**config.mk**
```make
export PLATFORM = sky130hd
export DESIGN_NAME = streamTapMac
export DESIGN_NICKNAME = d
export VERILOG_FILES = /design/src/hw/tapMacPkg.sv /design/src/hw/streamTap.sv /design/src/hw/coefBank.sv /design/src/hw/macUnit.sv /design/src/hw/tapMacControl.sv /design/src/hw/streamTapMac.sv
export VERILOG_INCLUDE_DIRS = /design/src /design/src/include
export SDC_FILE = /design/constraint.sdc
export NUM_CORES = 1
export LEC_CHECK = 0
export BUFFER_PORTS_ARGS = -buffer_cell sky130_fd_sc_hd__buf_2
export CAP_MARGIN = 20
export CORE_MARGIN = 8
export CORE_UTILIZATION = 40
export DETAILED_ROUTE_END_ITERATION = 16
export HOLD_SLACK_MARGIN = 0.15
export PLACE_DENSITY = 0.55
export SYNTH_ARGS = -nofsm -noshare
export SYNTH_HDL_FRONTEND = slang
export SYNTH_SLANG_ARGS = --single-unit
```
**constraint.sdc**
```tcl
create_clock -name clk -period 12.74 [get_ports clk]
set_input_delay 0.637 -clock clk [delete_from_list [all_inputs] [get_ports clk]]
set_output_delay 0.637 -clock clk [all_outputs]
set_load 0.01 [all_outputs]
```
**src/include/tapMac_defs.svh**
```systemverilog
/*
 * Width and repetition constants of the stream tap MAC.
 * TAP_ACC_W covers frames of up to 256 beats at TAP_REP = 3.
 * Overflow is not detected.
 * TAP_IDX_W must hold TAP_REP - 1. TAP_REP must be at least 1.
 */
`ifndef TAPMAC_DEFS_SVH
`define TAPMAC_DEFS_SVH

`define TAP_DATA_W 16 // Signed sample width.
`define TAP_COEF_W 8 // Signed coefficient width.
`define TAP_ACC_W 40 // Accumulator and result width.
`define TAP_REP 3 // Tap repetitions of every beat.
`define TAP_IDX_W 2 // Repetition index and coefficient address width.

`endif

```
**src/hw/tapMacPkg.sv**
```systemverilog
/*
 * Shared stream and control types of the stream tap MAC.
 * Field widths come from the defines header.
 */
`default_nettype none

`include "tapMac_defs.svh"

package tapMacPkg;

	// One stream beat. It is used on the input, forward and tap streams.
	typedef struct packed {
		logic signed [`TAP_DATA_W-1:0] data; // Signed sample.
		logic last; // Marks the final beat of a frame.
	} tapBeat_t;

	// Coefficient write port. Addresses of TAP_REP and above are dropped.
	typedef struct packed {
		logic we; // Write strobe, one cycle per write.
		logic [`TAP_IDX_W-1:0] addr; // Repetition slot to replace.
		logic signed [`TAP_COEF_W-1:0] data; // New coefficient.
	} coefWrite_t;

	// Per-cycle commands from the control FSM to the MAC datapath.
	typedef struct packed {
		logic accEn; // A tap transfer happens this cycle.
		logic frameEnd; // That transfer closes the frame.
	} macCtrl_t;

endpackage : tapMacPkg

`default_nettype wire

```
**src/hw/streamTap.sv**
```systemverilog
/*
 * Stream tap. Every input beat goes out once on the forward stream and
 * TAP_REP times in a row on the tap stream.
 * A sidestep register keeps the input ready for one extra beat while the
 * output stage is still held, so inReady only drops a cycle later.
 * The output stage reloads only once both copies of its beat are gone.
 */
`timescale 1ns/1ps
`default_nettype none

module streamTap import tapMacPkg::*; #(
	parameter int TAP_REP = 1 // Tap repetitions per beat, at least 1.
) (
	input logic clk,
	input logic rst,

	input tapBeat_t inBeat,
	input logic inValid,
	output logic inReady,

	output tapBeat_t fwdBeat,
	output logic fwdValid,
	input logic fwdReady,

	output tapBeat_t tapBeat,
	output logic tapValid,
	input logic tapReady
);

	// One spare bit so that -TAP_REP is negative and counting up to zero ends it.
	localparam int CNT_W = 1 + $clog2(TAP_REP);

	typedef logic signed [CNT_W-1:0] repCnt_t;

	tapBeat_t sideBeat; // Sidestep register payload.
	logic sideValid; // Sidestep register holds a beat.

	tapBeat_t outBeat; // Output register, shared by both outputs.
	logic fwdPending; // Forward copy not yet taken.
	repCnt_t repCnt; // Runs from -TAP_REP up to zero. The sign bit is tap valid.
	logic repFinal; // The next tap transfer is the final repetition.

	logic avail; // A beat is offered from the sidestep register or the input.
	logic tapTick; // Tap transfer in this cycle.
	logic reload; // The output register takes a new beat (or goes empty).
	repCnt_t repNext; // Counter after this cycle's tap transfer.

	assign inReady = !sideValid; // Only the sidestep register can block the input.
	assign fwdBeat = outBeat;
	assign fwdValid = fwdPending;
	assign tapBeat = outBeat;
	assign tapValid = repCnt[CNT_W-1];

	assign avail = sideValid || inValid;
	assign tapTick = tapValid && tapReady;
	assign repNext = repCnt + repCnt_t'(tapTick);

	// The stage is free once the forward copy has gone and the tap has taken
	// its final repetition, including both in this very cycle.
	assign reload = (fwdReady || !fwdPending) && ((tapTick && repFinal) || !tapValid);

	// Payload registers.
	always_ff @(posedge clk) begin
		if (inReady) begin
			sideBeat <= inBeat; // Captured every free cycle, used only if the stage is busy.
		end
		if (reload) begin
			outBeat <= sideValid ? sideBeat : inBeat; // The older beat goes first.
		end
	end

	// Occupancy and repetition state.
	always_ff @(posedge clk) begin
		if (rst) begin
			sideValid <= 1'b0;
			fwdPending <= 1'b0;
			repCnt <= '0; // Zero keeps the sign bit, and thus tapValid, low.
			repFinal <= 1'b0;
		end else begin
			sideValid <= avail && !reload; // Park the beat when the stage cannot take it.
			if (reload) begin
				fwdPending <= avail;
				repCnt <= avail ? repCnt_t'(-TAP_REP) : repCnt_t'(0);
				repFinal <= avail && (TAP_REP == 1); // A single repetition is final at once.
			end else begin
				fwdPending <= fwdPending && !fwdReady;
				repCnt <= repNext;
				repFinal <= (repNext == repCnt_t'(-1)); // Look one transfer ahead.
			end
		end
	end

endmodule : streamTap

`default_nettype wire

```
**src/hw/coefBank.sv**
```systemverilog
/*
 * Coefficient registers, one per tap repetition, read by repetition index.
 * Reset loads 1 into every slot. Writes show on the read port one cycle later.
 * Writes to addresses of TAP_REP or above are dropped. Reads there return zero.
 * Do not write while a frame is in flight.
 */
`timescale 1ns/1ps
`default_nettype none

`include "tapMac_defs.svh"

module coefBank import tapMacPkg::*; (
	input logic clk,
	input logic rst,

	input coefWrite_t coefWr,

	input logic [`TAP_IDX_W-1:0] repIdx,
	output logic signed [`TAP_COEF_W-1:0] coef
);

	localparam logic signed [`TAP_COEF_W-1:0] COEF_ONE = 1; // Unity gain.

	logic signed [`TAP_COEF_W-1:0] coefReg [`TAP_REP]; // One coefficient per repetition.

	logic wrHit; // The write addresses an existing slot.

	assign wrHit = coefWr.we && (coefWr.addr < `TAP_REP);

	always_ff @(posedge clk) begin
		if (rst) begin
			for (int i = 0; i < `TAP_REP; i++) begin
				coefReg[i] <= COEF_ONE; // Plain repetition sum until programmed.
			end
		end else if (wrHit) begin
			coefReg[coefWr.addr] <= coefWr.data;
		end
	end

	// Combinational read so that the coefficient lines up with its tap beat.
	always_comb begin
		if (repIdx < `TAP_REP) begin
			coef = coefReg[repIdx];
		end else begin
			coef = '0; // Unused index.
		end
	end

endmodule : coefBank

`default_nettype wire

```
**src/hw/macUnit.sv**
```systemverilog
/*
 * Multiply-accumulate datapath with a frame result register.
 * Every accEn adds sample times coefficient to the accumulator.
 * On frameEnd the complete sum, this cycle's product included, moves to
 * the result register and the accumulator starts over from zero.
 * There is no overflow check. TAP_ACC_W is sized for frames up to 256 beats.
 */
`timescale 1ns/1ps
`default_nettype none

`include "tapMac_defs.svh"

module macUnit import tapMacPkg::*; (
	input logic clk,
	input logic rst,

	input tapBeat_t sample,
	input logic signed [`TAP_COEF_W-1:0] coef,
	input macCtrl_t macCtrl,

	output logic signed [`TAP_ACC_W-1:0] result
);

	logic signed [`TAP_DATA_W+`TAP_COEF_W-1:0] product; // Full precision product.
	logic signed [`TAP_ACC_W-1:0] acc; // Running frame sum.
	logic signed [`TAP_ACC_W-1:0] accSum; // Sum including this cycle's product.

	assign product = $signed(sample.data) * coef; // Both signed, so no extension loss.
	assign accSum = acc + product; // Product is sign-extended to the accumulator width.

	always_ff @(posedge clk) begin
		if (rst) begin
			acc <= '0;
			result <= '0;
		end else begin
			if (macCtrl.frameEnd) begin
				result <= accSum; // Valid one cycle after frameEnd, with resValid.
				acc <= '0; // The next frame starts clean.
			end else if (macCtrl.accEn) begin
				acc <= accSum;
			end
		end
	end

endmodule : macUnit

`default_nettype wire

```
**src/hw/tapMacControl.sv**
```systemverilog
/*
 * Control of the tap MAC. It counts tap transfers modulo TAP_REP, flags
 * the end of a frame and owns the result valid flag.
 * Only the transfer that would close a frame waits while an unread result
 * is still held. Other repetitions keep flowing into the accumulator.
 * The repetition count stays aligned with the tap since both start at reset.
 */
`timescale 1ns/1ps
`default_nettype none

`include "tapMac_defs.svh"

module tapMacControl import tapMacPkg::*; (
	input logic clk,
	input logic rst,

	input tapBeat_t tapBeat,
	input logic tapValid,
	output logic tapReady,

	output logic [`TAP_IDX_W-1:0] repIdx,
	output macCtrl_t macCtrl,

	output logic resValid,
	input logic resReady
);

	localparam logic [`TAP_IDX_W-1:0] LAST_IDX = `TAP_REP - 1; // Final repetition.

	logic tapTick; // A tap transfer happens this cycle.
	logic finalRep; // The offered beat is on its final repetition.
	logic closesFrame; // The offered transfer would end the frame.
	logic resFree; // The result register may be overwritten next cycle.

	assign finalRep = (repIdx == LAST_IDX);
	assign closesFrame = finalRep && tapBeat.last;
	assign resFree = !resValid || resReady; // Empty, or read out right now.

	// Hold off only a frame end that would overwrite an unread result.
	assign tapReady = resFree || !closesFrame;
	assign tapTick = tapValid && tapReady;

	assign macCtrl.accEn = tapTick; // Every tap transfer adds a product.
	assign macCtrl.frameEnd = tapTick && closesFrame;

	// Repetition index, wraps after TAP_REP transfers.
	always_ff @(posedge clk) begin
		if (rst) begin
			repIdx <= '0;
		end else if (tapTick) begin
			repIdx <= finalRep ? '0 : repIdx + 1'b1;
		end
	end

	// Result valid rises with the result register and holds until taken.
	always_ff @(posedge clk) begin
		if (rst) begin
			resValid <= 1'b0;
		end else if (macCtrl.frameEnd) begin
			resValid <= 1'b1; // A new result replaces one that is read now.
		end else if (resReady) begin
			resValid <= 1'b0;
		end
	end

endmodule : tapMacControl

`default_nettype wire

```
**src/hw/streamTapMac.sv**
```systemverilog
/*
 * Top level of the stream tap with weighted repetition accumulator.
 * The input stream is forwarded unchanged. Its tapped copy is repeated
 * TAP_REP times, weighted by coefficient k on repetition k and summed
 * over a frame into one result.
 * Back-pressure on the forward or result stream stalls the input.
 * Coefficients must not be written while a frame is in flight.
 */
`timescale 1ns/1ps
`default_nettype none

`include "tapMac_defs.svh"

module streamTapMac import tapMacPkg::*; (
	input logic clk,
	input logic rst,

	input tapBeat_t inBeat,
	input logic inValid,
	output logic inReady,

	output tapBeat_t fwdBeat,
	output logic fwdValid,
	input logic fwdReady,

	output logic signed [`TAP_ACC_W-1:0] result,
	output logic resValid,
	input logic resReady,

	input coefWrite_t coefWr
);

	tapBeat_t tapBeat; // Tapped beat, repeated TAP_REP times.
	logic tapValid;
	logic tapReady;

	logic [`TAP_IDX_W-1:0] repIdx; // Repetition of the current tap beat.
	macCtrl_t macCtrl; // Accumulate and frame end strobes.
	logic signed [`TAP_COEF_W-1:0] coef; // Weight of the current repetition.

	streamTap #(
		.TAP_REP(`TAP_REP)
	) u_streamTap (
		.clk(clk),
		.rst(rst),
		.inBeat(inBeat),
		.inValid(inValid),
		.inReady(inReady),
		.fwdBeat(fwdBeat),
		.fwdValid(fwdValid),
		.fwdReady(fwdReady),
		.tapBeat(tapBeat),
		.tapValid(tapValid),
		.tapReady(tapReady)
	);

	tapMacControl u_tapMacControl (
		.clk(clk),
		.rst(rst),
		.tapBeat(tapBeat),
		.tapValid(tapValid),
		.tapReady(tapReady),
		.repIdx(repIdx),
		.macCtrl(macCtrl),
		.resValid(resValid),
		.resReady(resReady)
	);

	coefBank u_coefBank (
		.clk(clk),
		.rst(rst),
		.coefWr(coefWr),
		.repIdx(repIdx),
		.coef(coef)
	);

	macUnit u_macUnit (
		.clk(clk),
		.rst(rst),
		.sample(tapBeat),
		.coef(coef),
		.macCtrl(macCtrl),
		.result(result)
	);

endmodule : streamTapMac

`default_nettype wire

```
# After elaboration in Yosys (flattened, before gate mapping)
# Memory sizes are Yosys's and may differ from the RTL's. A register that Yosys moved wholly into a read port is not among the register bits.
# Index checks and enable logic that the tools add are counted.
# word_totals
wordCells	63
mem_bits_rw	24
regBits	123
out_inout_bits	60
n_memories	1
# op_classes
eq_ne	2
addsub	3
reduce_logical	24
n_mux	18
n_lt_le_gt_ge	2
multipliers	1
# mem_list
memory	depth	word_bits	rd	rd_clocked_by_memory_dff	wr	line	rtl
u_coefBank.coefReg	3	8	1	1	3	coefBank.sv:24	logic signed [`TAP_COEF_W-1:0] coefReg [`TAP_REP];
# op_table
cell	n
adder 40 x 24 -> 40 bit	1
multiplier 16 x 8 -> 24 bit	1
2-to-1 mux 17 bit	1
2-to-1 mux 8 bit	2
2-to-1 mux 1 bit	9
logical AND 1 bit	8
2-to-1 mux 2 bit	4
OR reduction 8 bit	1
logical NOT 1 bit	7
2-to-1 mux 3 bit	2
logical OR 1 bit	5
less-than comparator 2 bit, second input constant	2
OR reduction 2 bit	2
adder 3 x 2 -> 3 bit	1
equality test 3 x 1 -> 1 bit, second input constant	1
adder 2 x 1 -> 2 bit, second input constant	1
equality test 2 bit, second input constant	1
nonzero test 2 bit	1

# Longest topological paths before layout
# logic_depth
ltp_word	10
ltp_mapped	24
ltp_nobuf	22

# Cells and area by module
# Synthesis repeated with hierarchy kept, for this count alone.
# hier_totals
cells_unflattened	1251
hier_area_um2	13137.6
# modules_own_cells
mod	seq_area_each_um2	n_inst	cells_per_inst	area_per_inst_um2
macUnit	1601.5	1	1051	10363.7
streamTap	970.9	1	95	1463.9
coefBank	720.7	1	88	1147.4
tapMacControl	60.1	1	17	162.7

# Worst setup path before layout
# Ideal clock, no wire load.
# synth_timing
kind	register to register
start	register with a tool-made name
end	register u_macUnit.result[39]
n_path_buf	2
period_less_slack_ns	6.997
setup_time_ns	0.135
arrival_ns	6.861
t_required_ns	12.605
stages_incl_launch_ff	23
slack_ns	5.743
cell_sequence	dfxtp_1 -> clkbuf_1 -> mux4_2 -> nor2b_1 -> and2_1 -> inv_1 -> fa_1 -> inv_1 -> fa_1 -> fa_1 -> fa_1 -> ha_1 -> ha_1 -> buf_2 -> a21oi_2 -> a21oi_1 -> a211oi_2 -> a31oi_2 -> a221o_1 -> a21o_1 -> a21oi_2 -> xnor2_1 -> a211oi_2
# synth_lines
item	line	rtl
end signal, assigned	macUnit.sv:37	result <= accSum;
end, declared	macUnit.sv:21	output logic signed [`TAP_ACC_W-1:0] result

==> results.yml <==
status:
  outcome: "finished clean"
clocking:
  cts_tree: "built"
  clock-sinks: 157
  clkLatencyLatePin_ps: 460
  clk_pin_slew_worst_paths_ps: 80
  cts_root_buffer: "clkbuf_16"
  cts_setup_buffers: 0
  cts.path.max_buffers: 2
  ctsHoldBuffers: 0
  htree_levels: 4
  cts_buffers: 17
  cts_resized: 0
worst_setup_path:
  cp_max_fo: 25
  crit_type: "reg -> reg"
  worstPathRequired_ps: 13050
  end_kind: "flop"
  crit_arrival_ps: 7690
  cp-start-kind: "flop"
sta:
  fin_skew_ps: 16.8
  period_share_pct: 57.9
  final-setup-viol-count: 0
  slew_headroom_pct: 35.9
  max_freq_mhz: 136
  rsz0062_at_grt: "false"
  finalWorstPathRequiredPeriod_ps: 7380
  fin_setup_tns_ps: 0
  maxSlewViolCount: 0
  worst_pin_slew_ps: 962
  worst_hold_slack_ps: 390
  finalHoldViolCount: 0
global_routing:
  grt_pass1_vias: 9376
  grt_pass1_wl_um: 52500
  overflow: 0
  grt_max_degree: 59
  antenna_found_initial: 0
  grt_use_total_pct: 17.1
drt:
  vias: 9102
  top_layer_used: "met4"
  drc: 0
  first_pass_iters: 5
  via_per_inst: 4.99
  wl_met1_um: 15800
  wl_met3_um: 1510
  wl_met2_um: 14300
  wirelength_um: 32000
  ant_nets: 0
  wl_per_cell_um: 17.6
  drt-initial-drc-count: 630
floorplanning:
  die_area_mm2: 0.0391
  rows: 66
  die_x_um: 198
  start_util_pct: 40.6
  die-height_um: 198
  core_area_mm2: 0.0325
  ios: 93
place:
  hpwl_um: 24500
  port_buffers: 92
  place_congestion: 0.871
  dpl.cell_count: 1788
final_layout:
  area_growth_pct: 12.1
  final_cells: 1823
  nets: 1681
  drive_gt1_share_pct: 13.5
  diodes: 0
synthesis:
  synth_cell_type_count: 67
  ys_seq_area_share_pct: 27.5
  synth_top_area_cell: "fa_1"
  synthTopCellsByArea: "fa_1, dfxtp_1, edfxtp_1"
  netlist.area_leader.share_pct: 29.1
  ys_seq_elements: 157
  avgSynthCellArea_um2: 10.2
  async_reset_ff_share_pct: 0
  synthCells: 1290
  netlist_area_mm2: 0.0132
  synth_top_flop_cell: "dfxtp_1"
  yosys_warnings: 0
  synth_edf_count: 49
worst_hold_path:
  min_path_type: "in -> reg"
job:
  max_cap_viol_count: 0
[final timing paths]
check / slack [ps] / depth (start not counted) / end / startpoint
setup / recovery: 5360 / 21 / u_macUnit.result[32] / flop
hold / removal: 390 / 1 / u_coefBank.coefReg[3][0] / coefWr[0]
setup reg to reg: 5360 / 21 / u_macUnit.result[32] / flop
hold reg to reg: 450 / 2 / u_macUnit.result[26] / u_macUnit.result[26]
[stage by stage]
step	utilization (%)	area, um^2	setup slack, ps
detailed placement	43.5	14100	4920
finish	45.5	14800	5360
CTS	45.4	14800	4880
floorplan	-	13200	5740
global route	45.5	14800	4830
global placement	43.5	14100	5060
[state kept, by name (all words and copies together) (netlist names), named ones only]
register	cells
u_streamTap.sideValid	1
u_streamTap.fwdBeat	17
u_streamTap.sideBeat	17
u_tapMacControl.repIdx	2
u_streamTap.repFinal	1
u_macUnit.result	40
u_tapMacControl.resValid	1
u_streamTap.fwdValid	1
u_streamTap.repCnt	3
u_coefBank.coefReg	32
u_macUnit.acc	40
[cells in the mapped netlist (7+ instances only)]
library cell	number
a211oi_1	10
a21o_1	23
a21oi_1	98
a31oi_1	8
and2_1	98
and3_1	11
clkbuf_1	47
dfxtp_1	108
edfxtp_1	49
fa_1	192
ha_1	88
inv_1	120
mux2_2	17
mux4_2	8
nand2_1	178
nand2b_1	12
nand3_1	12
nor2_1	60
nor2b_1	7
o21ai_0	16
xnor2_1	29
xor2_1	9
[placed cells by master, fill, tap and decap left out, types with 29 or more instances in the layout]
master and n:
inv_1 120, ha_1 88, and2_1 97, nor2_1 60, dfxtp_1 108, a21oi_1 98
edfxtp_1 49, buf_2 92, xnor2_1 29, nand2_1 177, fa_1 192
[final cells by class]
class,instances,area [um^2]
Clock inverter,15,210
Clock buffer,17,425
Fill cell,3168,17700
Sequential cell,157,3630
Inverter,121,454
Multi-Input combinational cell,964,8960
Timing Repair Buffer,107,579
Tap cell,442,553
[worst max-delay path: stages (launching register included)]
cell,delay (ps)
dfxtp_1,650
mux4_2,340
nor2b_1,130
buf_4,230
and2_2,820
inv_1,130
fa_1,510
inv_1,50
fa_1,480
fa_1,560
fa_1,410
ha_1,280
ha_1,470
and4_1,330
nor4b_1,500
or3_1,200
nor3_1,60
o31ai_1,550
xnor2_1,230
nor2_1,60
a21oi_1,140
nor2_1,60
[metal layers]
metal | GRT usage, % | up-vias
met4 | 5.06 | 0
met2 | 26.0 | 191
li1 | - | 4389
met1 | 24.4 | 4486
met3 | 3.57 | 36
met5 | 0 | -
[cells by family after synthesis]
group | Yosys count | share of synthesized area [%]
multiplexers | 28 | 3.04
buffers and inverters | 176 | 5.02
XOR/XNOR | 38 | 2.52
flip-flops | 157 | 27.5
AND/OR/NAND/NOR | 415 | 15.2
adder cells (fa/ha/maj) | 280 | 37.4
AO/OA/AOI/OAI | 195 | 9.34
other | 1 | 0.0284
Power is left out: the tool's default activity adds up to more than one toggle a clock period on the data nets, which glitch-free logic cannot reach.
